`src/source/mmt_defines.svh`:
```
`ifndef MMT_DEFINES_SVH
`define MMT_DEFINES_SVH

// element and matrix geometry
`define ELEM_W           8
`define MAX_DIM          8
`define DIM_W            3
`define NUM_MATS         8
`define MAT_W            3

// datapath widths
`define LANE_W           20
`define TERM_W           28
`define OUT_W            34

// queries served per load session
`define QUERIES_PER_LOAD 10

`endif

```
`src/source/mmt_dot_lane.sv`:
```
`include "mmt_defines.svh"
`default_nettype none

module mmt_dot_lane (
    input  logic                      clk,
    input  logic                      rst_n,
    input  logic signed [`ELEM_W-1:0] a_elem,
    input  logic signed [`ELEM_W-1:0] b_elem,
    input  logic signed [`ELEM_W-1:0] c_elem,
    input  logic                      k_first,
    input  logic                      k_step,
    input  logic                      weight,
    input  logic                      row_last,
    output logic signed [`TERM_W-1:0] term,
    output logic                      term_valid,
    output logic                      term_last
);

    logic signed [`LANE_W-1:0] acc;

    // T[i][j], restarted on the first k of each row
    always_ff @(posedge clk) begin
        if (k_step) begin
            if (k_first) acc <= a_elem * b_elem;
            else acc <= acc + a_elem * b_elem;
        end
        if (weight) term <= acc * c_elem;
    end

    always_ff @(posedge clk or negedge rst_n) begin
        if (!rst_n) begin
            term_valid <= 1'b0;
            term_last  <= 1'b0;
        end else begin
            term_valid <= weight;
            term_last  <= weight && row_last;
        end
    end

endmodule

`default_nettype wire

```
`config.mk`:
```
export PLATFORM = sky130hd
export DESIGN_NAME = mmt_dot_lane
export DESIGN_NICKNAME = d
export VERILOG_FILES = /design/src/source/mmt_dot_lane.sv
export VERILOG_INCLUDE_DIRS = /design/src /design/src/source
export SDC_FILE = /design/constraint.sdc
export NUM_CORES = 1
export LEC_CHECK = 0
export ABC_AREA = 1
export BUFFER_PORTS_ARGS = -buffer_cell sky130_fd_sc_hd__buf_2
export CAP_MARGIN = 20
export CORE_UTILIZATION = 45
export CTS_CLUSTER_DIAMETER = 200
export DETAILED_ROUTE_END_ITERATION = 10
export PLACE_DENSITY = 0.74
export SLEW_MARGIN = 10
export SYNTH_ARGS = -nofsm -noshare
export SYNTH_HDL_FRONTEND = slang
export SYNTH_SLANG_ARGS = --single-unit
```
`constraint.sdc`:
```
create_clock -name clk -period 9.36 [get_ports clk]
set_input_delay 0.468 -clock clk [delete_from_list [all_inputs] [get_ports clk]]
set_output_delay 0.468 -clock clk [all_outputs]
set_load 0.005 [all_outputs]
```
==> summary.txt, run 1 <==
Run status
  – Outcome: completed

STA
  – Slew HR: 55.0%
  – RSZ-0062 raised after global routing: no
  – Setup Total Neg Slack: 0 ps
  – Final setup violating endpoints: 0
  – Hold Vio Cnt, Final: 0
  – Least-Margin Pin Slew: 675 ps
  – Crit share post-route: 61.6%
  – Max Slew Vio Count: 0
  – Final worst setup slack: 3590 ps
  – Clk_skew: 12.8 ps
  – Fmax achieved: 0.173 GHz
  – Min Tclk post-route: 5770 ps

Layout
  – Fillers: 2514
  – Synth-to-layout area growth: 5.63%
  – FF/Latch Area: 1490 um^2
  – Area of the multi-input gates: 8230 um^2
  – Layout cells sized above 1: 6.93%
  – Nets: 1875
  – Commonest non-fill, non-tap cell in the layout: inv_1
  – Fin cells: 1889
  – Most frequent cells in the layout: inv_1, nand2_1, fa_1
  – Final core occ: 48.7%
  – Ant diodes: 0

Die
  – Die width: 163 um
  – Placeable Area: 25300 um^2
  – Initial core utilization: 46.1%
  – # rows: 58
  – # IOs: 60
  – Die area: 26500 um^2
  – Die Y: 163 um

Place
  – Placed instance count: 1880
  – Pre-CTS setup slack: 3290 ps
  – I/O Buffers: 59
  – Post-DP HPWL: 20900 um
  – Routability cong.: 0.914

Setup path
  – CP Class: in -> reg
  – CP max stage delay: 580 ps
  – Arrival @ worst endpoint: 5850 ps
  – CP max FO: 9
  – Startpoint Class: input port
  – Worst Reg-to-Reg Cells: 15
  – CP max stage cell: fa_1
  – Worst Path Required: 9440 ps
  – Buf/Inv on CP: 9
  – Levels on crit path: 31
  – CP endpoint kind: flip-flop
  – CP top delay family: adder cells

Clock network
  – Root Driver: clkbuf_16
  – CTS tree: built
  – Clock slew at reported path FFs: 80 ps
  – Clock tree sinks: 50
  – Clk_lat worst skew: 310 ps
  – Resized Gates After CTS: 0
  – Number of CTS-inserted buffers: 5
  – Max clock buf depth: 2
  – H-tree Lvls: 2

Run
  – Max-cap viol count: 0

Route
  – First-pass DRT Iterations: 5
  – Wire per inst: 12.8 um
  – Via density: 4.83
  – Routed Antenna Nets: 0
  – Drt drc: 0
  – Routed wire length: 24100 um
  – Routed via count: 9120
  – Initial drt markers: 491

Global routing
  – Vias in the first global route: 9437
  – Initial antenna violation count: 0
  – GRT Util Overall: 19.5%
  – Largest net degree at the start of global routing: 31
  – GRT overflow: 0
  – First-pass GRT wire length: 42500 um

Yosys
  – Dominant cells by area after synthesis: fa_1, inv_1, edfxtp_1, nand2_1, ha_1
  – Post-Syn Instances: 1545
  – Ys Warns: 0
  – Post-synthesis sequential area ratio: 12.8%
  – Syn avg cell area: 7.54 um^2
  – Top-area cell type share of the netlist area: 31.4%
  – Synthesized cell area: 11700 um^2
  – Mapped Nets: 1862
  – Ys flop type: edfxtp_1
  – Seq cells post-synth: 50
  – Unique cell type count in the Yosys netlist: 43
  – Top cell type by total area after synthesis: fa_1
  – EDFF count, synth: 48
  – FFs w/ async S/R, synth: 4.00%

Worst hold path
  – Hold crit path type: in -> reg
  – Hold path cells: 3
-- cell usage after synthesis, types with 4 or more instances --
cell type,instances
inv_1,454
nand2_1,380
fa_1,183
ha_1,104
nor2_1,59
a21oi_1,50
clkbuf_1,49
edfxtp_1,48
nand3_1,44
o21ai_0,26
xor2_1,21
or2_2,20
xnor2_1,18
nand4_1,15
a31oi_1,8
a21o_1,7
o21ai_1,6
o21bai_1,6
inv_2,5
nor3_1,4
-- stage by stage --
stage	hold WS (ps)	cell area (um^2)
2_1_floorplan	172	11700
3_3_place_gp	252	12200
3_5_place_dp	258	12200
4_1_cts	349	12300
5_1_grt	365	12300
6_report	355	12300
-- final timing paths --
| path | start | end | slack (ps) |
|---|---|---|---|
| worst max-delay path | b_elem[2] | acc[19] | 3590 |
| min in group asynchronous | rst_n | term_last | 490 |
| worst min register to register | acc[0] | term[0] | 810 |
| worst min-delay path | row_last | term_last | 360 |
| worst max register to register | acc[19] | term[26] | 4850 |
| max in group asynchronous | rst_n | term_valid | 8780 |
-- cells by family after synthesis --
group,synth area share [%]
AO/OA/AOI/OAI,5.71
flip-flops,12.8
buffers and inverters,16.6
AND/OR/NAND/NOR,19.4
XOR/XNOR,2.93
adder cells (fa/ha/maj),42.6
-- worst register-to-register path, delay by kind of cell, from the launching register on --
| family | cells | cell delay, ps |
|---|---|---|
| and+or+nand+nor | 6 | 850 |
| DFF | 1 | 580 |
| xor gates and xnor gates | 1 | 60 |
| adders and majority gates | 5 | 2470 |
| buffers and inverters | 3 | 280 |
-- sequential cells by signal, indices dropped and copies added (netlist names) --
signal,flops
acc,20
term_last,1
term,28
term_valid,1
-- metal layers --
| layer | vias up | wire length, um | track usage, % |
|---|---|---|---|
| met3 | 16 | 799 | 2.22 |
| li1 | 4536 | - | - |
| met5 | - | 0 | 0 |
| met1 | 4416 | 10900 | 24.5 |
| met2 | 152 | 12200 | 36.4 |
| met4 | 0 | 189 | 2.63 |
-- cell type report --
type,instances,share of cell area [%]
sequential,50,12.1
inverter,459,14.0
clock inverter,3,0.163
tap,330,3.35
timing repair buffer,60,2.48
multi-input combinational,982,66.9
clock buffer,5,1.02
-- what timing repair did --
action	in CTS	in global routing
endpoints found under the hold margin	2	0
hold buffers	1	0
setup buffers	0	0
Power of run 1 is left out: the tool's default activity adds up to more than one toggle a clock period on the data nets, which glitch-free logic cannot reach.
==> run 2: changes to the inputs <==
clock period = 5.9 ns   (was 9.36 ns; I/O delays follow)
==> run 2 against run 1 <==
  * Non-clock buffer count increased by 2
  * Wire length is 1.2% higher
  * Global-route usage is 0.32 points higher
  * Critical path type unchanged
==> summary.txt, run 2 (synthesized netlist as in run 1, its figures left out) <==
Clock network
  – Clock tree sinks: 50 (unchanged)
  – Root Driver: clkbuf_16
  – Clock slew at reported path FFs: 80 ps (about the same)
  – CTS tree: built
  – Clk_lat worst skew: 310 ps (about the same)
  – H-tree Lvls: 2 (unchanged)
  – Number of CTS-inserted buffers: 5 (unchanged)
  – Max clock buf depth: 2 (unchanged)

Layout
  – FF/Latch Area: 1490 um^2 (unchanged)
  – Top Registers: term: 28 flops, acc: 20 flops
  – Synth-to-layout area growth: 5.93%
  – Area of the multi-input gates: 8250 um^2 (+0.23%)
  – Nets: 1877 (+0.11%)
  – Most frequent cells in the layout: inv_1, nand2_1, fa_1
  – Fillers: 2433 (-3.2%)
  – Post-route cell area: 12300 um^2 (+0.28%)
  – Ant diodes: 0 (unchanged)
  – Commonest non-fill, non-tap cell in the layout: inv_1
  – Largest register FFs: 28 (unchanged)
  – Biggest register: term
  – Layout cells sized above 1: 7.30% (+0.38 points)
  – Final core occ: 48.9% (+0.14 points)

Worst hold path
  – Hold crit path type: in -> reg
  – HP Start: row_last
  – Hold path cells: 3 (unchanged)
  – Worst hold path endpoint: term_last

Die
  – # rows: 58 (unchanged)
  – Die Y: 163 um (unchanged)
  – # IOs: 60 (unchanged)
  – Placeable Area: 25300 um^2 (unchanged)
  – Die width: 163 um (unchanged)
  – Initial core utilization: 46.1% (unchanged)
  – Die area: 26500 um^2 (unchanged)

Route
  – Routed wire length: 24400 um (+1.2%)
  – Routed via count: 9226 (+1.2%)
  – First-pass DRT Iterations: 5 (unchanged)
  – Drt drc: 0 (unchanged)
  – Via density: 4.88 (+1.1%)
  – Routed Antenna Nets: 0 (unchanged)
  – Initial drt markers: 536 (+9.2%)
  – Wire per inst: 12.9 um (+1.1%)

STA
  – Hold Vio Cnt, Final: 0 (unchanged)
  – Slew HR: 55.4% (+0.38 points)
  – Final setup violating endpoints: 0 (unchanged)
  – Max Slew Vio Count: 0 (unchanged)
  – Fmax achieved: 0.183 GHz
  – Clk_skew: 10.2 ps (-2.59 ps)
  – Crit share post-route: 92.7%
  – Min Tclk post-route: 5470 ps
  – Least-Margin Pin Slew: 669 ps (-5.63 ps)

Run
  – Max-cap viol count: 0 (unchanged)

Setup path
  – CP Class: in -> reg
  – Startpoint Class: input port
  – Worst R2R Start: acc[12]
  – Worst Reg-to-Reg Cells: 18 (+3)
  – Reg-to-Reg End: term[27]
  – Flop-to-flop setup slack: 1370 ps (-3480 ps)
  – Arrival @ worst endpoint: 5540 ps (-310 ps)
  – Worst Path Required: 5970 ps (-3470 ps)
  – CP endpoint kind: flip-flop
  – CP max FO: 8 (-1)
  – Crit. Startpoint: b_elem[2]

Place
  – I/O Buffers: 59 (unchanged)
  – Routability cong.: 0.918 (+0.40%)
  – Post-DP HPWL: 21100 um (+0.66%)
  – Area after DPL: 12200 um^2 (+0.12%)

Global routing
  – First-pass GRT wire length: 43200 um (+1.7%)
  – Vias in the first global route: 9521 (+0.89%)
  – Initial antenna violation count: 0 (unchanged)
  – GRT Util Overall: 19.8% (+0.32 points)
  – GRT overflow: 0 (unchanged)
  – Largest net degree at the start of global routing: 31 (unchanged)

Run status
  – Outcome: completed
[run 2: changes by cell type in the layout (fill, tap and decap cells not counted), sizes merged]
cell,delta
buf,+2
clkinv,+1
inv,-1
[run 2: stage by stage]
stage	hold slack [ps]	setup TNS, ps	setup WS (ps)	std cells
floorplan	-0.591	0	513	1545
global placement	79.2	0	123	1882
detailed placement	85.0	0	86.1	1882
CTS	173	0	382	1891
global route	193	-8.35	-8.35	1891
finish	172	0	431	1891
[run 2: what timing repair did]
action                                 in CTS  in global routing
buffers inserted                            0                  0
hold buffers                                1                  0
endpoints found under the hold margin       2                  0
setup endpoints to repair                   0                  2
resized for setup                           0                  3
[run 2: final cells by class]
class                           instances  share of cell area (%)
Clock inverter                          3                   0.172
Clock buffer                            5                    1.01
Inverter                              459                    14.0
Multi-Input combinational cell        982                    66.8
Sequential cell                        50                    12.1
Timing Repair Buffer                   62                    2.60
Tap cell                              330                    3.35
[run 2: critical path, stage by stage]
cell     delay (ps)
buf_2           150
nand2_1         120
inv_1            90
fa_1            580
inv_1           160
fa_1            550
inv_1            50
fa_1            520
inv_1            50
fa_1            520
inv_1            40
ha_1            350
nand2_1          90
nor3_1          210
nand3_1         110
nand3_1         110
xor2_1          260
ha_1            330
a21oi_1         230
nand2_1         110
a21oi_1         190
nand3_1         100
nand2_1          80
nand4_1         100
nand2_1          90
inv_1            40
[run 2: worst max-delay path by stage]
stage / to / slack [ps] / depth (start not counted)
after floorplan: acc[19] / 510 / 31
after global placement: acc[19] / 120 / 31
final: acc[19] / 430 / 26
after detailed placement: acc[19] / 90 / 31
after CTS: acc[19] / 380 / 31
after global routing: acc[19] / -8 / 31
[run 2: per-layer routing]
metal	vias up	share of wire, %	global-route usage (%)
li1	4540	-	-
met1	4440	44	24.7
met2	212	51	36.9
met3	34	4.0	2.24
met4	0	1.5	3.27
met5	-	0	0
Power of run 2 is left out for the same reason.
