## config.mk

```make
export PLATFORM = sky130hd
export DESIGN_NAME = mmt_sequencer
export DESIGN_NICKNAME = d
export VERILOG_FILES = /design/src/source/mmt_mem_pkg.sv /design/src/source/mmt_ctrl_pkg.sv /design/src/source/mmt_sequencer.sv
export VERILOG_INCLUDE_DIRS = /design/src /design/src/source
export SDC_FILE = /design/constraint.sdc
export NUM_CORES = 1
export LEC_CHECK = 0
export BUFFER_PORTS_ARGS = -buffer_cell sky130_fd_sc_hd__buf_2
export CAP_MARGIN = 25
export CORE_MARGIN = 2
export CORE_UTILIZATION = 55
export DETAILED_ROUTE_END_ITERATION = 12
export GPL_TIMING_DRIVEN = 0
export PLACE_DENSITY_LB_ADDON = 0.15
export SLEW_MARGIN = 40
export SYNTH_ARGS = -nofsm -noshare
export SYNTH_HDL_FRONTEND = slang
export SYNTH_SLANG_ARGS = --single-unit
```

## constraint.sdc

```tcl
create_clock -name clk -period 6.05 [get_ports clk]
set_input_delay 0.3025 -clock clk [delete_from_list [all_inputs] [get_ports clk]]
set_output_delay 0.3025 -clock clk [all_outputs]
set_load 0.05 [all_outputs]
```

## src/source/mmt_defines.svh

```systemverilog
`ifndef MMT_DEFINES_SVH
`define MMT_DEFINES_SVH

// element and matrix geometry
`define ELEM_W           8
`define MAX_DIM          8
`define DIM_W            3
`define NUM_MATS         8
`define MAT_W            3

// datapath widths
`define LANE_W           20
`define TERM_W           28
`define OUT_W            34

// queries served per load session
`define QUERIES_PER_LOAD 10

`endif

```

## src/source/mmt_mem_pkg.sv

```systemverilog
`include "mmt_defines.svh"
`default_nettype none

package mmt_mem_pkg;

    typedef logic signed [`ELEM_W-1:0] elem_t;

    // ------------------------------------------------------------------
    // store address, seen two ways
    // ------------------------------------------------------------------
    // compute side walks row and col, load side steps a flat offset
    typedef union packed {
        struct packed {
            logic [`MAT_W-1:0] mat;
            logic [`DIM_W-1:0] row;
            logic [`DIM_W-1:0] col;
        } rc;
        struct packed {
            logic [`MAT_W-1:0]   mat;
            logic [2*`DIM_W-1:0] offset;
        } flat;
    } mat_addr_u;

endpackage

`default_nettype wire

```

## src/source/mmt_ctrl_pkg.sv

```systemverilog
`default_nettype none

package mmt_ctrl_pkg;

    // query modes, encoding matches the mode port
    typedef enum logic [1:0] {
        MODE_AB_C  = 2'd0,
        MODE_ATB_C = 2'd1,
        MODE_ABT_C = 2'd2,
        MODE_AB_CT = 2'd3
    } mode_e;

    typedef enum logic [2:0] {
        S_IDLE,
        S_LOAD,
        S_WAIT,
        S_QUEST,
        S_ROW,
        S_DRAIN
    } seq_state_e;

endpackage

`default_nettype wire

```

## src/source/mmt_sequencer.sv

```systemverilog
`include "mmt_defines.svh"
`default_nettype none

module mmt_sequencer
    import mmt_mem_pkg::*, mmt_ctrl_pkg::*;
(
    input  logic              clk,
    input  logic              rst_n,
    input  logic              in_valid,
    input  elem_t             matrix,
    input  logic [1:0]        matrix_size,
    input  logic              in_valid2,
    input  logic [`MAT_W-1:0] matrix_idx,
    input  logic [1:0]        mode,
    output logic              wr_en,
    output mat_addr_u         wr_addr,
    output elem_t             wr_data,
    output logic [`DIM_W:0]   dim,
    output mat_addr_u         rd_addr,
    output mat_addr_u         vec_addr,
    output logic              vec_transpose,
    output logic              k_first,
    output logic              k_step,
    output logic              weight,
    output logic              row_last
);

    localparam int QCNT_W = $clog2(`QUERIES_PER_LOAD + 1);

    seq_state_e          state;
    mode_e               mode_q;
    logic [`MAT_W-1:0]   idx_a, idx_b, idx_c;
    logic [`DIM_W-1:0]   last, row_i, k_idx;
    logic [`DIM_W:0]     dim_code;
    logic [2*`DIM_W-1:0] row_skip;
    logic [QCNT_W-1:0]   query_cnt;
    logic                wt_phase, cap_second, drain_cnt;
    logic                iss_k, iss_w, a_t, b_t, c_t;
    mat_addr_u           next_wr;

    always_comb begin
        case (matrix_size)
            2'd0:    dim_code = (`DIM_W+1)'(2);
            2'd1:    dim_code = (`DIM_W+1)'(4);
            default: dim_code = (`DIM_W+1)'(`MAX_DIM);
        endcase
    end

    assign last     = dim[`DIM_W-1:0] - 1'b1;
    assign row_skip = (2*`DIM_W)'(`MAX_DIM) - (2*`DIM_W)'(last);

    // load walk: step the flat offset, jump the row gap, then next matrix
    always_comb begin
        next_wr = wr_addr;
        if (wr_addr.rc.col != last) begin
            next_wr.flat.offset = wr_addr.flat.offset + 1'b1;
        end else if (wr_addr.rc.row != last) begin
            next_wr.flat.offset = wr_addr.flat.offset + row_skip;
        end else begin
            next_wr.flat.mat    = wr_addr.flat.mat + 1'b1;
            next_wr.flat.offset = '0;
        end
    end

    //----------------------------------------------------------------------
    // main FSM
    //----------------------------------------------------------------------
    always_ff @(posedge clk or negedge rst_n) begin
        if (!rst_n) begin
            state      <= S_IDLE;
            dim        <= '0;
            wr_en      <= 1'b0;
            wr_addr    <= '0;
            mode_q     <= MODE_AB_C;
            idx_a      <= '0;
            idx_b      <= '0;
            idx_c      <= '0;
            row_i      <= '0;
            k_idx      <= '0;
            wt_phase   <= 1'b0;
            cap_second <= 1'b0;
            drain_cnt  <= 1'b0;
            query_cnt  <= '0;
        end else begin
            wr_en <= 1'b0;
            case (state)
                S_IDLE: begin
                    query_cnt <= '0;
                    if (in_valid) begin
                        dim     <= dim_code;
                        wr_en   <= 1'b1;
                        wr_addr <= '0;
                        state   <= S_LOAD;
                    end
                end
                S_LOAD: begin
                    if (in_valid) begin
                        wr_en   <= 1'b1;
                        wr_addr <= next_wr;
                    end else begin
                        state <= S_WAIT;
                    end
                end
                S_WAIT: begin
                    if (in_valid2) begin
                        mode_q     <= mode_e'(mode);
                        idx_a      <= matrix_idx;
                        cap_second <= 1'b0;
                        state      <= S_QUEST;
                    end
                end
                S_QUEST: begin
                    cap_second <= 1'b1;
                    if (!cap_second) begin
                        idx_b <= matrix_idx;
                    end else begin
                        idx_c     <= matrix_idx;
                        row_i     <= '0;
                        k_idx     <= '0;
                        wt_phase  <= 1'b0;
                        query_cnt <= query_cnt + 1'b1;
                        state     <= S_ROW;
                    end
                end
                S_ROW: begin
                    if (!wt_phase) begin
                        if (k_idx == last) wt_phase <= 1'b1;
                        else k_idx <= k_idx + 1'b1;
                    end else begin
                        wt_phase <= 1'b0;
                        k_idx    <= '0;
                        if (row_i == last) begin
                            drain_cnt <= 1'b0;
                            state     <= S_DRAIN;
                        end else begin
                            row_i <= row_i + 1'b1;
                        end
                    end
                end
                S_DRAIN: begin
                    // back in wait as the result pulse leaves
                    drain_cnt <= 1'b1;
                    if (drain_cnt) begin
                        if (query_cnt == QCNT_W'(`QUERIES_PER_LOAD)) state <= S_IDLE;
                        else state <= S_WAIT;
                    end
                end
                default: state <= S_IDLE;
            endcase
        end
    end

    always_ff @(posedge clk) begin
        wr_data <= matrix;
    end

    //----------------------------------------------------------------------
    // read addressing, strobes trail by the store latency
    //----------------------------------------------------------------------
    assign iss_k = (state == S_ROW) && !wt_phase;
    assign iss_w = (state == S_ROW) && wt_phase;
    assign a_t   = (mode_q == MODE_ATB_C);
    assign b_t   = (mode_q == MODE_ABT_C);
    assign c_t   = (mode_q == MODE_AB_CT);

    // op(A)[i][k]
    always_comb begin
        rd_addr.rc.mat = idx_a;
        rd_addr.rc.row = a_t ? k_idx : row_i;
        rd_addr.rc.col = a_t ? row_i : k_idx;
    end

    // op(B) row k, or C' row i on the weight step
    always_comb begin
        vec_addr.rc.mat = wt_phase ? idx_c : idx_b;
        vec_addr.rc.row = wt_phase ? row_i : k_idx;
        vec_addr.rc.col = wt_phase ? row_i : k_idx;
        vec_transpose   = wt_phase ? c_t : b_t;
    end

    always_ff @(posedge clk or negedge rst_n) begin
        if (!rst_n) begin
            k_first  <= 1'b0;
            k_step   <= 1'b0;
            weight   <= 1'b0;
            row_last <= 1'b0;
        end else begin
            k_first  <= iss_k && (k_idx == '0);
            k_step   <= iss_k;
            weight   <= iss_w;
            row_last <= iss_w && (row_i == last);
        end
    end

endmodule

`default_nettype wire

```

==> metrics.md <==
| Metric | Value |
|---|---|
| Clock transition at the registers of the reported paths | `around 0.09 ns` |
| Final hold viol count | `0` |
| Status | `finished, final reports clean` |
| Relative slew slack | `0.626` |
| Syn nets | `~320` |
| Final WL | `about 5600 um` |
| Worst Path Class, Setup | `reg -> reg` |
| Post-CTS Setup Bufs | `0` |
| Number of synthesized flops with an enable pin | `0` |
| Net switching power | `approximately 0.86 mW` |
| DP Area | `0.00317 mm^2` |
| CP arrival | `roughly 2.4 ns` |
| Netlist cell types | `55` |
| CP top delay family | `compound AO/OA/AOI/OAI gates` |
| Worst hold slack | `between 0.09 and 0.1 ns` |
| Share of cells above drive strength 1 | `0.277` |
| Multi-input gate area | `between 0.001 and 0.0015 mm^2` |
| Seq/Total Area, Yosys | `0.455` |
| Nets | `between 300 and 400` |
| Core area | `~0.0048 mm^2` |
| CTS tree | `done` |
| Async S/R FF share, synth | `0.846` |
| Setup violators final | `0` |
| Post-Syn Area | `0.00277 mm^2` |
| Final Cycle Share | `0.368` |
| Crit-path max cell delay | `approximately 0.44 ns` |
| Setup TNS | `0 ns` |
| Placed Cells | `slightly above 400` |
| Area added between synthesis and finish | `17.9%` |
| Area leader, netlist | `dfrtp_1` |
| R2R setup slack | `3.82 ns` |
| Worst reg2reg endpoint | `wr_addr[8]` |
| Sinks on Clock Net | `52` |
| Count leader, synth | `nand2_1` |
| Clock power share | `0.116` |
| First-pass GRT wire length | `roughly 9500 um` |
| CP Capture Point | `wr_addr[8]` |
| Max layer used | `met4` |
| DR WL/cell | `around 13 um` |
| Req. time, crit path | `between 6 and 7 ns` |
| Most frequent cells after synthesis | `nand2_1, dfrtp_1, nor2_1` |
| Max Clk Rate | `~450 MHz` |
| Area share of the largest cell type after synthesis | `0.397` |
| # IOs | `64` |
| Clock root buffer | `clkbuf_8` |
| Clock latency on the worst-skew pair | `roughly 0.30 ns` |
| Vias | `~2,300` |
| Num CTS Buffers | `5` |
| Critical R2R Launch | `dim[1]` |
| Worst path cell trace | `buf_2 -> xor2_1 -> ha_1 -> and2_1 -> clkbuf_1 -> nand2_2 -> a21o_1 -> a221o_1` |
| Largest net degree at the start of global routing | `45` |
| Wire length on met2 | `roughly 2800 um` |
| H-tree depth | `2` |
| Crit-path max FO | `9` |
| Vias per cell | `about 5.4` |
| Main synth FF type | `dfrtp_1` |
| Initial antenna violation count | `0` |
| Fill cells | `408` |
| GR Overflow Total | `0` |
| Port bufs | `a little over 60` |
| Routability cong. | `approximately 0.88` |
| CP endpoint kind | `flop` |
| Crit path time final | `2.23 ns` |
| GRT Resource Usage Total | `0.220` |
| Reg area | `0.00126 mm^2` |
| Number of inserted diodes | `0` |
| Min-Delay Path Class | `in -> reg` |
| Antenna viol nets, final | `0` |
| Sw frac | `0.505` |
| Die width | `~75 um` |
| Post_cts resized | `0` |
| Vias in the first global route | `about 2,200` |
| DRT met1 WL | `2570 um` |
| Buf/Inv on CP | `2` |
| Fin util | `0.683` |
| Tightest Pin Transition | `0.556 ns` |
| Max Cap Violations | `0` |
| Gate Count Post-Synth | `approximately 290` |
| Met3 wire length | `192 um` |
| Final Skew | `0.00288 ns` |
| Nature of the critical path startpoint | `flop` |
| Synth Register Bits | `52` |
| RSZ-0062 raised after global routing | `false` |
| Post-route cell area | `between 0.003 and 0.004 mm^2` |
| R2R cell count | `8` |
| Combinational Power Share | `0.584` |
| CTS Buffer Depth | `2` |
| Pins Over Slew Limit | `0` |
| Non-filler cells in the finished layout | `~420` |
| Drt initial violations | `107` |
| Hold-fix buffers, CTS | `1` |
| Core Rows | `25` |
| Die area | `between 0.005 and 0.006 mm^2` |
| Residual DRC count | `0` |
| Worst path depth | `8` |
| Main area contributors after synthesis | `dfrtp_1, nand2_1, mux2_2` |
| CP max stage cell | `dfrtp_1` |
| Drt first pass iters | `4` |
| Int Pwr | `0.840 mW` |
| CP startpoint | `dim[1]` |
| Syn Area/Cell | `around 9.7 um^2` |
| Peak supply drop | `roughly 270 uV` |
| Cell Pwr Density | `approximately 520 mW/mm^2` |
| Sequential share of power | `0.300` |
| LEAKAGE | `between 1.5 and 2 nW` |
| Initial Utilization | `0.579` |
| Die Y | `between 70 and 80 um` |
| Syn. warnings | `0` |
| Hpwl dp | `4070 um` |
-- cells by family (layout without fill, tap and decap cells) --
family | Yosys count | count (layout) | share of synthesized area
simple gates | 113 | 113 | 0.193
xor+xnor | 6 | 6 | 0.0217
compound gates | 49 | 49 | 0.125
other cells | 1 | 1 | 0.00135
fa+ha+maj | 11 | 11 | 0.0523
buf+inv | 29 | 100 | 0.0501
mux | 25 | 25 | 0.102
flops | 52 | 52 | 0.455
-- cell type report --
cell class	count	share of cell area
Clock inverter	2	0.00498
Buffer	20	0.0322
Clock buffer	6	0.0222
Sequential cell	52	0.386
Tap cell	67	0.0257
Inverter	9	0.0103
Timing Repair Buffer	63	0.0988
Multi-Input combinational cell	205	0.420
-- metrics by stage --
| stage | power, mW | worst slack, ns |
|---|---|---|
| 2_1_floorplan | 1.30 | 3.50 |
| 3_3_place_gp | 1.48 | 3.88 |
| 3_5_place_dp | 1.51 | 3.86 |
| 4_1_cts | 1.71 | 3.82 |
| 5_1_grt | 1.82 | 3.67 |
| 6_report | 1.70 | 3.82 |
-- layer usage --
metal  track usage  up-vias
met1         0.294     1099
met5             0        -
met4        0.0754        0
met2         0.362       46
li1              -     1124
met3        0.0415        7
-- worst register-to-register path: cells and delay by family (launching register included) --
kind | cells | cell delay [ns]
compound gates | 2 | 0.57
buf+inv | 2 | 0.45
flops | 1 | 0.44
fa+ha+maj | 1 | 0.31
simple gates | 2 | 0.20
xor+xnor | 1 | 0.15
-- placed cells by master (no fill, tap or decap), types with 8 or more instances in the layout --
cell      instances
buf_2            67
nand2_1          53
dfrtp_1          44
nor2_1           16
mux2_2           15
o21ai_0          10
ha_1             10
clkbuf_1          9
mux2i_1           9
inv_1             8
nor2b_1           8
dfxtp_1           8
-- registers in the layout (all words and copies together), names as in the netlist, 2 cells and up --
signal,flops
query_cnt,4
dim,3
row_i,3
wr_addr,9
wr_data,8
mode_q,2
state,3
idx_c,3
k_idx,3
idx_b,3
idx_a,3
-- worst min-delay path by stage --
stage | endpoint | cells after the start | startpoint
2_1_floorplan | cap_second | 0 | rst_n
3_3_place_gp | wr_data[3] | 1 | matrix[3]
3_5_place_dp | wr_addr[2] | 1 | rst_n
4_1_cts | wr_data[2] | 1 | matrix[2]
5_1_grt | wr_data[2] | 1 | matrix[2]
6_report | wr_data[0] | 1 | matrix[0]
-- power groups by stage --
stage	registers (mW)	clock network [mW]	logic, mW
floorplan	0.631	0	0.666
finish	0.509	0.197	0.990
CTS	0.509	0.206	0.994
global route	0.525	0.216	1.08
detailed placement	0.516	0	0.990
global placement	0.511	0	0.972
(Power assumes the default switching activity.)
