==> src/source/mmt_defines.svh <==
`ifndef MMT_DEFINES_SVH
`define MMT_DEFINES_SVH

// element and matrix geometry
`define ELEM_W           8
`define MAX_DIM          8
`define DIM_W            3
`define NUM_MATS         8
`define MAT_W            3

// datapath widths
`define LANE_W           20
`define TERM_W           28
`define OUT_W            34

// queries served per load session
`define QUERIES_PER_LOAD 10

`endif

==> src/source/mmt_result_reducer.sv <==
`include "mmt_defines.svh"
`default_nettype none

module mmt_result_reducer (
    input  logic                      clk,
    input  logic                      rst_n,
    input  logic signed [`TERM_W-1:0] terms [`MAX_DIM],
    input  logic                      term_valid,
    input  logic                      term_last,
    output logic                      out_valid,
    output logic signed [`OUT_W-1:0]  out_value
);

    localparam int SUM_W = `TERM_W + $clog2(`MAX_DIM);

    logic signed [SUM_W-1:0]  row_sum;
    logic signed [`OUT_W-1:0] query_sum;

    // one row's worth of lane terms
    always_comb begin
        row_sum = '0;
        for (int j = 0; j < `MAX_DIM; j++) begin
            row_sum = row_sum + terms[j];
        end
    end

    always_ff @(posedge clk or negedge rst_n) begin
        if (!rst_n) begin
            query_sum <= '0;
            out_valid <= 1'b0;
            out_value <= '0;
        end else begin
            out_valid <= term_valid && term_last;
            out_value <= '0;
            if (term_valid) begin
                if (term_last) begin
                    out_value <= query_sum + row_sum;
                    query_sum <= '0;
                end else begin
                    query_sum <= query_sum + row_sum;
                end
            end
        end
    end

endmodule

`default_nettype wire

==> config.mk <==
export PLATFORM = sky130hd
export DESIGN_NAME = mmt_result_reducer
export DESIGN_NICKNAME = d
export VERILOG_FILES = /design/src/source/mmt_result_reducer.sv
export VERILOG_INCLUDE_DIRS = /design/src /design/src/source
export SDC_FILE = /design/constraint.sdc
export NUM_CORES = 1
export LEC_CHECK = 0
export BUFFER_PORTS_ARGS = -buffer_cell sky130_fd_sc_hd__buf_2
export CORE_ASPECT_RATIO = 1.5
export CORE_MARGIN = 4
export CORE_UTILIZATION = 59
export DETAILED_ROUTE_END_ITERATION = 8
export GPL_TIMING_DRIVEN = 0
export HOLD_SLACK_MARGIN = 0.05
export PLACE_DENSITY = 0.86
export SYNTH_ARGS = -nofsm -noshare
export SYNTH_HDL_FRONTEND = slang
export SYNTH_SLANG_ARGS = --single-unit
==> constraint.sdc <==
create_clock -name clk -period 8.2 [get_ports clk]
set_input_delay 0.41 -clock clk [delete_from_list [all_inputs] [get_ports clk]]
set_output_delay 0.41 -clock clk [all_outputs]
set_load 0.1 [all_outputs]
==> metrics, run 1 <==
port bufs=261; DRC Markers=0; critical path capture point type=flip-flop; initial antenna violation count=2; grt ovf=0; CTS buffer count=9; status=complete, no violations; HP Class=in2async; layout cells sized above 1=0.242; dpl hpwl=19,800 um; nature of the critical path startpoint=flip-flop; vias post-DR=7,516; routed wire length=around 23,000 um; Post-DP Area=0.0113 mm2; Seq/Total Area, Yosys=0.178; Worst EP required=8.39 ns; Die W=113 um; vias per inst=5.14; Setup-failing EPs final=0; Tcrit/Tclk final=0.601; Mapped Avg Cell Area=around 10 um2; Worst Path Max Fanout=7; post-CTS repair timing setup buffer count=0; max cap viols=0; largest net degree at the start of global routing=70; top achievable clock speed=203 MHz; CP delay by family, top=adder cells; core box area=0.0162 mm2; synth cell count leaders=inv_1, fa_1, dfrtp_1, nor2_1, ha_1; Cells after Synth=977; Bufs and invs on worst path=2; H-tree depth=3; first-pass GRT wire length=38,000 um; count leader, synth=inv_1; Worst Max-Slew Pin Slew=0.874 ns; Starting Density=0.600; Clock Pin Slew Worst Setup and Hold Paths=roughly 0.060 ns; Iter 0 DRT Violations=490; Max Slew Vio Count=0; relative slew slack=0.417; asr flop ratio synth=1.00; GRT Total Usage=0.257; CP max stage cell=fa_1; Final Wtd Congestion=roughly 0.9; RSZ-0062 raised after global routing=false; Yosys reg bits=69; fin area=approximately 0.012 mm2; WL/cell=15.9 um; std cell rows=57; top cell type by total area after synthesis=fa_1; Layout Nets=around 1,700; top_reg_cell synth=dfrtp_1; die span in y=165 um; Synth cell types=57; CTS root buf=clkbuf_16; post-synth top area share=0.439; 1st-pass router iterations=6; CP Cell Sequence=fa_1, fa_1, fa_1, inv_1, fa_1, inv_1, ha_1, a21oi_1, o22ai_1, a211oi_2, nand4_1, a31oi_1, xnor2_1, o22ai_1; # hold bufs at CTS=0; Top cell by count, worst path=fa_1; Setup CP Type=reg2reg; synthesized net count=1,454; area grow syn2layout=19.5%; antenna viol nets, final=0; Setup TNS Final=0 ns; die area=0.0186 mm2; final hold vios=0; Mapped Area=between 0.009 and 0.01 mm2; Data arrival, critical path=about 5 ns; number of global-route vias before repair=8,394; TritonCTS clock tree=built; IO Count=263; # clock sinks=between 60 and 70; Crit path largest cell delay=0.56 ns; post-cts resize count=0; Filler cells=1,156; largest cells by area after synthesis=fa_1, dfrtp_1, inv_1, ha_1, nor2_1; min Tclk post-route=4.92 ns; Clk Latency, worst-skew pair=0.34 ns; Max Root-Sink Buffers=2; Setup Skew=roughly 0.0055 ns; Yosys warnings=0; EDFF count, synth=0
-- per-stage QoR --
stage                     utilization  cells  worst slack (ns)  hold WS, ns
final                           0.717   1462              3.28        0.175
after CTS                       0.716   1460              3.31        0.232
after global routing            0.717   1462              3.08        0.260
after global placement          0.696   1444              3.18        0.527
after floorplan                     -    977              3.69        0.114
after detailed placement        0.696   1444              3.13        0.545
-- state kept, by name, summed over array words and instances, names as in the netlist --
name       count
out_valid      1
out_value     34
query_sum     34
-- layer usage --
metal	vias to the layer above	track usage	share of wire
li1	3442	-	-
met1	3718	0.291	0.33
met2	302	0.496	0.58
met3	54	0.0281	0.053
met4	0	0.0886	0.032
met5	-	0	0
-- layout by cell type, fill, tap and decap left out, drive strengths merged, types with 5 or more instances in the layout --
master	synthesis	routed
inv	339	340
buf	6	267
fa	213	213
dfrtp	69	69
nor2	49	49
ha	36	36
o22ai	30	30
a21oi	29	29
nand2	27	27
o21ai	27	27
clkbuf	16	25
xnor2	21	21
a21o	14	14
xor2	14	14
a211oi	11	11
nand4	8	8
nor3	7	7
and3	7	7
nand3	5	5
-- area by class of cell --
class | count | area [um2] | area share
well taps | 206 | 258 | 0.0222
clock buffers | 9 | 225 | 0.0194
multi-input cells | 547 | 6620 | 0.570
plain buffers | 22 | 90.1 | 0.00777
inverters | 339 | 1270 | 0.110
diodes | 2 | 5.00 | 0.000431
repair buffers | 261 | 1310 | 0.113
clock inverters | 7 | 98.8 | 0.00852
flip-flops and latches | 69 | 1730 | 0.149
-- worst paths after layout --
check                                          start                   endpoint  slack [ns]  cells past startpoint
max                        query_sum[12]$_DFFE_PN0P_  query_sum[33]$_DFFE_PN0P_        3.28                     14
min                                            rst_n    out_value[26]$_DFF_PN0_        0.18                      1
max reg2reg                query_sum[12]$_DFFE_PN0P_  query_sum[33]$_DFFE_PN0P_        3.28                     14
min reg2reg                query_sum[32]$_DFFE_PN0P_  query_sum[32]$_DFFE_PN0P_        0.56                      2
max in group asynchronous                      rst_n    out_value[21]$_DFF_PN0_        7.44                      1
min in group clk                           term_last     out_value[0]$_DFF_PN0_        0.42                      2
-- cells by family after synthesis --
family / Yosys count / share of synthesized area
AO/OA/AOI/OAI: 144 / 0.106
XOR/XNOR: 35 / 0.0316
flip-flops: 69 / 0.178
multiplexers: 1 / 0.00116
AND/OR/NAND/NOR: 118 / 0.0576
buffers and inverters: 361 / 0.140
adder cells (fa/ha/maj): 249 / 0.486
Power of run 1 is left out: the tool's default activity adds up to more than one toggle a clock period on the data nets, which glitch-free logic cannot reach.
==> inputs of run 2 (changes only) <==
Settings changed: ABC_AREA set to 1, CORE_UTILIZATION 59 to 50, PLACE_DENSITY 0.86 to 0.77.
Clock period 8.2 ns to 4.3 ns, I/O delays scaled along.
==> run 2 against run 1 <==
  * Wire length grew 12%
  * Count of clock-buffer cells in the layout grew 3
  * Utilization fell by 11 points
  * Critical path depth increased by 5
  * Register-to-register slack got worse by 3.1 ns
  * Cell area rose by 7.3%
  * Synthesized cell count rose by 29%
  * Largest cell class unchanged
==> metrics, run 2 <==
nature of the critical path startpoint=flip-flop; Filler cells=1,893 (+64%); top_reg_cell synth=dfrtp_1; relative slew slack=0.423 (+0.00628); core box area=0.0204 mm2 (+26%); grt ovf=0 (unchanged); critical path capture point type=flip-flop; Yosys reg bits=69 (unchanged); Worst EP required=4.50 ns (-3.89 ns); vias per inst=4.65 (-9.6%); CTS root buf=clkbuf_16; dpl hpwl=23,600 um (+19%); routed wire length=25,900 um (+12%); RSZ-0062 raised after global routing=true; top achievable clock speed=244 MHz (+20%); number of global-route vias before repair=9,087 (+8.3%); Setup TNS Final=0 ns (unchanged); DRC Markers=0 (unchanged); most frequent cells in the layout=inv_1, nand2_1, buf_2; max cap viols=0 (unchanged); CP max stage cell=fa_1; Max Root-Sink Buffers=2 (unchanged); Worst Max-Slew Pin Slew=0.865 ns (-0.00942 ns); count leader, synth=inv_1; layout cells sized above 1=0.220 (-0.0213); min Tclk post-route=4.10 ns (-0.826 ns); asr flop ratio synth=1.00 (unchanged); Mapped Area=0.0104 mm2 (+6.8%); top cell type by total area after synthesis=fa_1; Data arrival, critical path=4.30 ns (-0.81 ns); port bufs=262 (+0.38%); Final Wtd Congestion=0.943 (+7.2%); Layout Nets=2,015 (+17%); synthesized net count=1,740 (+20%); Hold EP=out_value[13]$_DFF_PN0_; H-tree depth=3 (unchanged); TritonCTS clock tree=built; status=complete, no violations; Clk Latency, worst-skew pair=0.34 ns (about the same); Setup-failing EPs final=0 (unchanged); final hold vios=0 (unchanged); Seq/Total Area, Yosys=0.167 (-0.0113); Iter 0 DRT Violations=263 (-46%); die span in y=184 um (+12%); EDFF count, synth=0 (unchanged); Yosys warnings=0 (unchanged); RR Endpoint=out_value[26]$_DFF_PN0_; Max Slew Vio Count=0 (unchanged); most common cell after layout, fill and taps aside=inv_1; GRT Total Usage=0.230 (-0.0271); synth cell count leaders=inv_1, nand2_1, fa_1, dfrtp_1, nor2_1; CTS buffer count=9 (unchanged); WL/cell=14.4 um (-9.8%); Antenna diodes=0 (-2); CP Cell Sequence=fa_1, fa_1, fa_1, inv_1, fa_1, inv_1, ha_4, inv_1, fa_2, inv_4, nand3_2, nand3_4, nand2_1, nand2_2, nand2_1, nand3_1, nand2_1, nand2_1, nor2_1; largest net degree at the start of global routing=70 (unchanged); Setup CP Type=reg2reg; Starting Density=0.507 (-0.0920); post-synth top area share=0.411 (-0.0279); Die W=126 um (+11%); antenna viol nets, final=0 (unchanged); std cell rows=64 (+12%); biggest regs=out_value x34, query_sum x34, out_valid x1; IO Count=263 (unchanged); largest cells by area after synthesis=fa_1, dfrtp_1, inv_1, nand2_1, ha_1; hold path cells=3; die area=0.0231 mm2 (+24%); Setup Skew=0.0115 ns (+0.00601 ns); r2r startpoint=query_sum[2]$_DFFE_PN0P_; Worst Path Max Fanout=4 (-3); first-pass GRT wire length=42,300 um (+11%); worst hold start=term_last; Synth cell types=27 (-53%); Tcrit/Tclk final=0.953 (+0.352); # clock sinks=69 (unchanged); Worst R2R Path Depth=19 (+5); area grow syn2layout=20.1%; R2R setup slack=0.20 ns (-3.07 ns); Clock Pin Slew Worst Setup and Hold Paths=0.06 ns (about the same); 1st-pass router iterations=4 (-2); HP Class=in2reg; Mapped Avg Cell Area=8.20 um2 (-17%); WHS=0.173 ns (-0.00175 ns); initial antenna violation count=0 (-2); vias post-DR=8,394 (+12%); Cells after Synth=1,263 (+29%); Crit path largest cell delay=0.55 ns (about the same)
run 2: changes by cell type after synthesis, sizes merged, moves of 5 or more:
cell    before  now
xnor2       21   13
nand3        5   45
o22ai       30    0
clkbuf      16    9
buf          6    0
inv        339  429
and3         7    0
a211oi      11    0
nor2        49   72
o21ai       27   22
a21o        14    2
nand2       27  305
xor2        14    3
a21oi       29   21
run 2: cells by family (layout without fill, tap and decap cells):
kind of cell,count (synthesis),count (layout),share of synthesized area
compound gates,47,47,0.0240
xor+xnor,16,16,0.0135
fa+ha+maj,249,249,0.455
buf+inv,438,718,0.159
flops,69,69,0.167
simple gates,444,444,0.182
run 2: worst max-delay path: cells and delay by family (launching register included):
kind	cells	cell delay (ns)
buffers and inverters	4	0.30
and+or+nand+nor	9	0.79
DFF	1	0.39
adders and majority gates	6	2.48
run 2: worst max-delay path by stage:
stage	slack, ns	end	startpoint
3_5_place_dp	-0.24	out_value[26]$_DFF_PN0_	query_sum[2]$_DFFE_PN0P_
3_3_place_gp	-0.21	out_value[26]$_DFF_PN0_	terms[2]
2_1_floorplan	0.38	query_sum[26]$_DFFE_PN0P_	query_sum[2]$_DFFE_PN0P_
6_report	0.20	out_value[26]$_DFF_PN0_	query_sum[2]$_DFFE_PN0P_
4_1_cts	0.05	out_value[26]$_DFF_PN0_	query_sum[2]$_DFFE_PN0P_
5_1_grt	-0.04	out_value[32]$_DFF_PN0_	query_sum[12]$_DFFE_PN0P_
run 2: metal layers:
| layer | wire (um) | share of wire | track usage | vias to the layer above |
|---|---|---|---|---|
| met4 | 1060 | 0.041 | 0.0807 | 0 |
| met5 | 0 | 0 | 0 | - |
| li1 | - | - | - | 4081 |
| met1 | 8500 | 0.33 | 0.237 | 4022 |
| met3 | 1250 | 0.048 | 0.0389 | 58 |
| met2 | 15100 | 0.58 | 0.459 | 233 |
run 2: area by class of cell:
type	count	area, um2	area share
Sequential cell	69	1730	0.139
Clock inverter	4	76.3	0.00613
Timing Repair Buffer	264	1330	0.107
Buffer	9	33.8	0.00271
Inverter	429	1610	0.130
Multi-Input combinational cell	756	7070	0.568
Tap cell	264	330	0.0265
Clock buffer	12	267	0.0214
run 2: per-stage QoR:
| stage | instance area (um2) | util | std cells | setup WS [ns] |
|---|---|---|---|---|
| finish | 12400 | 0.609 | 1807 | 0.202 |
| global route | 12400 | 0.609 | 1807 | -0.0449 |
| CTS | 12400 | 0.606 | 1806 | 0.0502 |
| detailed placement | 12000 | 0.588 | 1789 | -0.237 |
| global placement | 12000 | 0.588 | 1789 | -0.213 |
| floorplan | 10400 | - | 1263 | 0.376 |
run 2: repair_timing:
action                                  CTS  global route
endpoints found under the setup margin   13            30
hold buffers                              1             0
setup buffers                             0             1
endpoints found under the hold margin    56             0
pin swaps                                 0             4
gates resized for setup                   6            15
Power of run 2 is left out for the same reason.
==> inputs of run 3 (changes only) <==
Settings changed: RECOVER_POWER set to 100, SETUP_SLACK_MARGIN set to 0.15.
==> run 3 against run 2 <==
  * The flow now finishes with violations (max-capacitance violations, max-slew violations)
  * Clock skew hardly changed
  * Non-clock buffer count is 7 higher
  * Highest routed layer unchanged
  * Flip-flop and latch count stayed put
  * First-iteration DRC count is 0.76% lower
  * Cell area is 3.0% higher
  * Cell count is 0.39% higher
  * Critical endpoint is now query_sum[21]$_DFFE_PN0P_
  * Die area stayed put
  * Maximum frequency is 0.98% higher
  * Setup slack better by 0.040 ns
==> metrics, run 3 (synthesis gave the netlist of run 2 again) <==
status=complete, but fails checks; violated checks=max-capacitance violations, max-slew violations; Worst Path Max Fanout=6 (+2); critical path capture point type=flip-flop; IO Count=263 (unchanged); Starting Density=0.507 (unchanged); 1st-pass router iterations=4 (unchanged); Die W=126 um (unchanged); # clock sinks=69 (unchanged); routed wire length=26,600 um (+2.4%); Post-DP Area=0.0120 mm2 (unchanged); Worst Max-Slew Pin Slew=1.68 ns (+0.817 ns); Setup Skew=0.0114 ns (-0.0000805 ns); fin area=0.0128 mm2 (+3.0%); area grow syn2layout=23.7%; HP Class=in2reg; die span in y=184 um (unchanged); core box area=0.0204 mm2 (unchanged); vias per inst=4.69 (+1.0%); die area=0.0231 mm2 (unchanged); Layout Nets=2,022 (+0.35%); Setup CP Type=reg2reg; Tcrit/Tclk final=0.944 (-0.00924); worst hold start=term_last; Top cell by count, worst path=fa_1; R2R setup slack=0.24 ns (+0.04 ns); biggest regs=out_value x34, query_sum x34, out_valid x1; initial antenna violation count=0 (unchanged); GRT Total Usage=0.230 (+0.000545); RSZ-0062 raised after global routing=true; Filler cells=1,857 (-1.9%); grt ovf=0 (unchanged); r2r startpoint=query_sum[4]$_DFFE_PN0P_; H-tree depth=3 (unchanged); antenna viol nets, final=0 (unchanged); Antenna diodes=0 (unchanged); top achievable clock speed=246 MHz (+0.98%); hold path cells=3 (unchanged); Worst R2R Path Depth=14 (-5); final hold vios=0 (unchanged); most frequent cells in the layout=inv_1, nand2_1, buf_2; Clk Latency, worst-skew pair=0.34 ns (about the same); CP max stage cell=fa_1; vias post-DR=8,514 (+1.4%); port bufs=262 (unchanged); TritonCTS clock tree=built; nature of the critical path startpoint=flip-flop; dpl hpwl=23,600 um (unchanged); std cell rows=64 (unchanged); Setup-failing EPs final=0 (unchanged); GR Util met3=0.0351 (-0.00377); WL/cell=14.6 um (+2.0%); Data arrival, critical path=4.26 ns (-0.04 ns); relative slew slack=-0.121 (-0.544); DRC Markers=0 (unchanged); RR Endpoint=query_sum[21]$_DFFE_PN0P_; CTS root buf=clkbuf_16; global route hottest layer=met2; Clock Pin Slew Worst Setup and Hold Paths=0.06 ns (about the same); Iter 0 DRT Violations=261 (-0.76%); Max Root-Sink Buffers=2 (unchanged); first-pass GRT wire length=42,400 um (+0.37%); Crit path largest cell delay=0.55 ns (about the same); min Tclk post-route=4.06 ns (-0.0397 ns); Bufs and invs on worst path=2 (-2); Max Slew Vio Count=70 (+70); number of global-route vias before repair=9,113 (+0.29%); max cap viols=1 (+1); CP delay by family, top=adder cells; largest net degree at the start of global routing=70 (unchanged); GR Layer Usage met2=0.462 (+0.00300); layout cells sized above 1=0.239 (+0.0184); Worst EP required=4.50 ns (about the same); CP Cell Sequence=fa_1, fa_1, fa_1, inv_1, fa_1, inv_1, ha_1, nor2_1, a21oi_1, nand4_1, nand3_1, nand2_1, nand2_2, o21ai_1; CTS buffer count=9 (unchanged); most common cell after layout, fill and taps aside=inv_1; M1 GR Usage=0.239 (+0.00208); Hold EP=out_value[13]$_DFF_PN0_; Final Wtd Congestion=0.943 (unchanged)
## run 3: worst max-delay path by stage
stage | slack (ns) | to | cells after the start | from
after floorplan | 0.38 | query_sum[26]$_DFFE_PN0P_ | 19 | query_sum[2]$_DFFE_PN0P_
after global placement | -0.21 | out_value[26]$_DFF_PN0_ | 22 | terms[2]
after detailed placement | -0.24 | out_value[26]$_DFF_PN0_ | 19 | query_sum[2]$_DFFE_PN0P_
after CTS | 0.15 | out_value[26]$_DFF_PN0_ | 19 | query_sum[2]$_DFFE_PN0P_
after global routing | 0.05 | query_sum[21]$_DFFE_PN0P_ | 14 | query_sum[4]$_DFFE_PN0P_
final | 0.24 | query_sum[21]$_DFFE_PN0P_ | 14 | query_sum[4]$_DFFE_PN0P_
## run 3: area by class of cell
cell class | instances | area, um2 | share of cell area
buffer | 9 | 33.8 | 0.00264
timing repair buffer | 271 | 1340 | 0.104
clock inverter | 4 | 76.3 | 0.00595
multi-input combinational | 756 | 7430 | 0.580
inverter | 429 | 1610 | 0.126
tap | 264 | 330 | 0.0258
clock buffer | 12 | 267 | 0.0208
sequential | 69 | 1730 | 0.135
## run 3: timing repair
item                                    4_1_cts  5_1_grt
hold buffers                                  1        0
hold endpoints to repair                     56        0
endpoints found under the setup margin       21       45
buffers inserted                              2        6
cloned                                        0        0
gates resized for setup                       9      103
pin swaps                                     2       31
## run 3: per-stage QoR
step | std cells | worst slack [ns] | TNS [ns] | hold slack, ns | utilization
6_report | 1814 | 0.242 | 0 | 0.181 | 0.628
5_1_grt | 1814 | 0.0516 | 0 | 0.176 | 0.628
4_1_cts | 1808 | 0.151 | 0 | 0.178 | 0.608
3_5_place_dp | 1789 | -0.237 | -1.13 | 0.386 | 0.588
3_3_place_gp | 1789 | -0.213 | -0.744 | 0.489 | 0.588
2_1_floorplan | 1263 | 0.376 | 0 | -0.0806 | -
## run 3: worst register-to-register path, cell delays in order (launching register included)
cell     delay [ns]
dfrtp_1        0.41
fa_1           0.52
fa_1           0.45
fa_1           0.55
inv_1          0.05
fa_1           0.48
inv_1          0.05
ha_1           0.44
nor2_1         0.10
a21oi_1        0.30
nand4_1        0.20
nand3_1        0.13
nand2_1        0.07
nand2_2        0.12
o21ai_1        0.07
## run 3: metal layers
metal	routed length, um	vias up
met3	1170	49
li1	-	4096
met2	15700	227
met1	8780	4142
met4	861	0
met5	0	-
Power of run 3 is left out for the same reason.
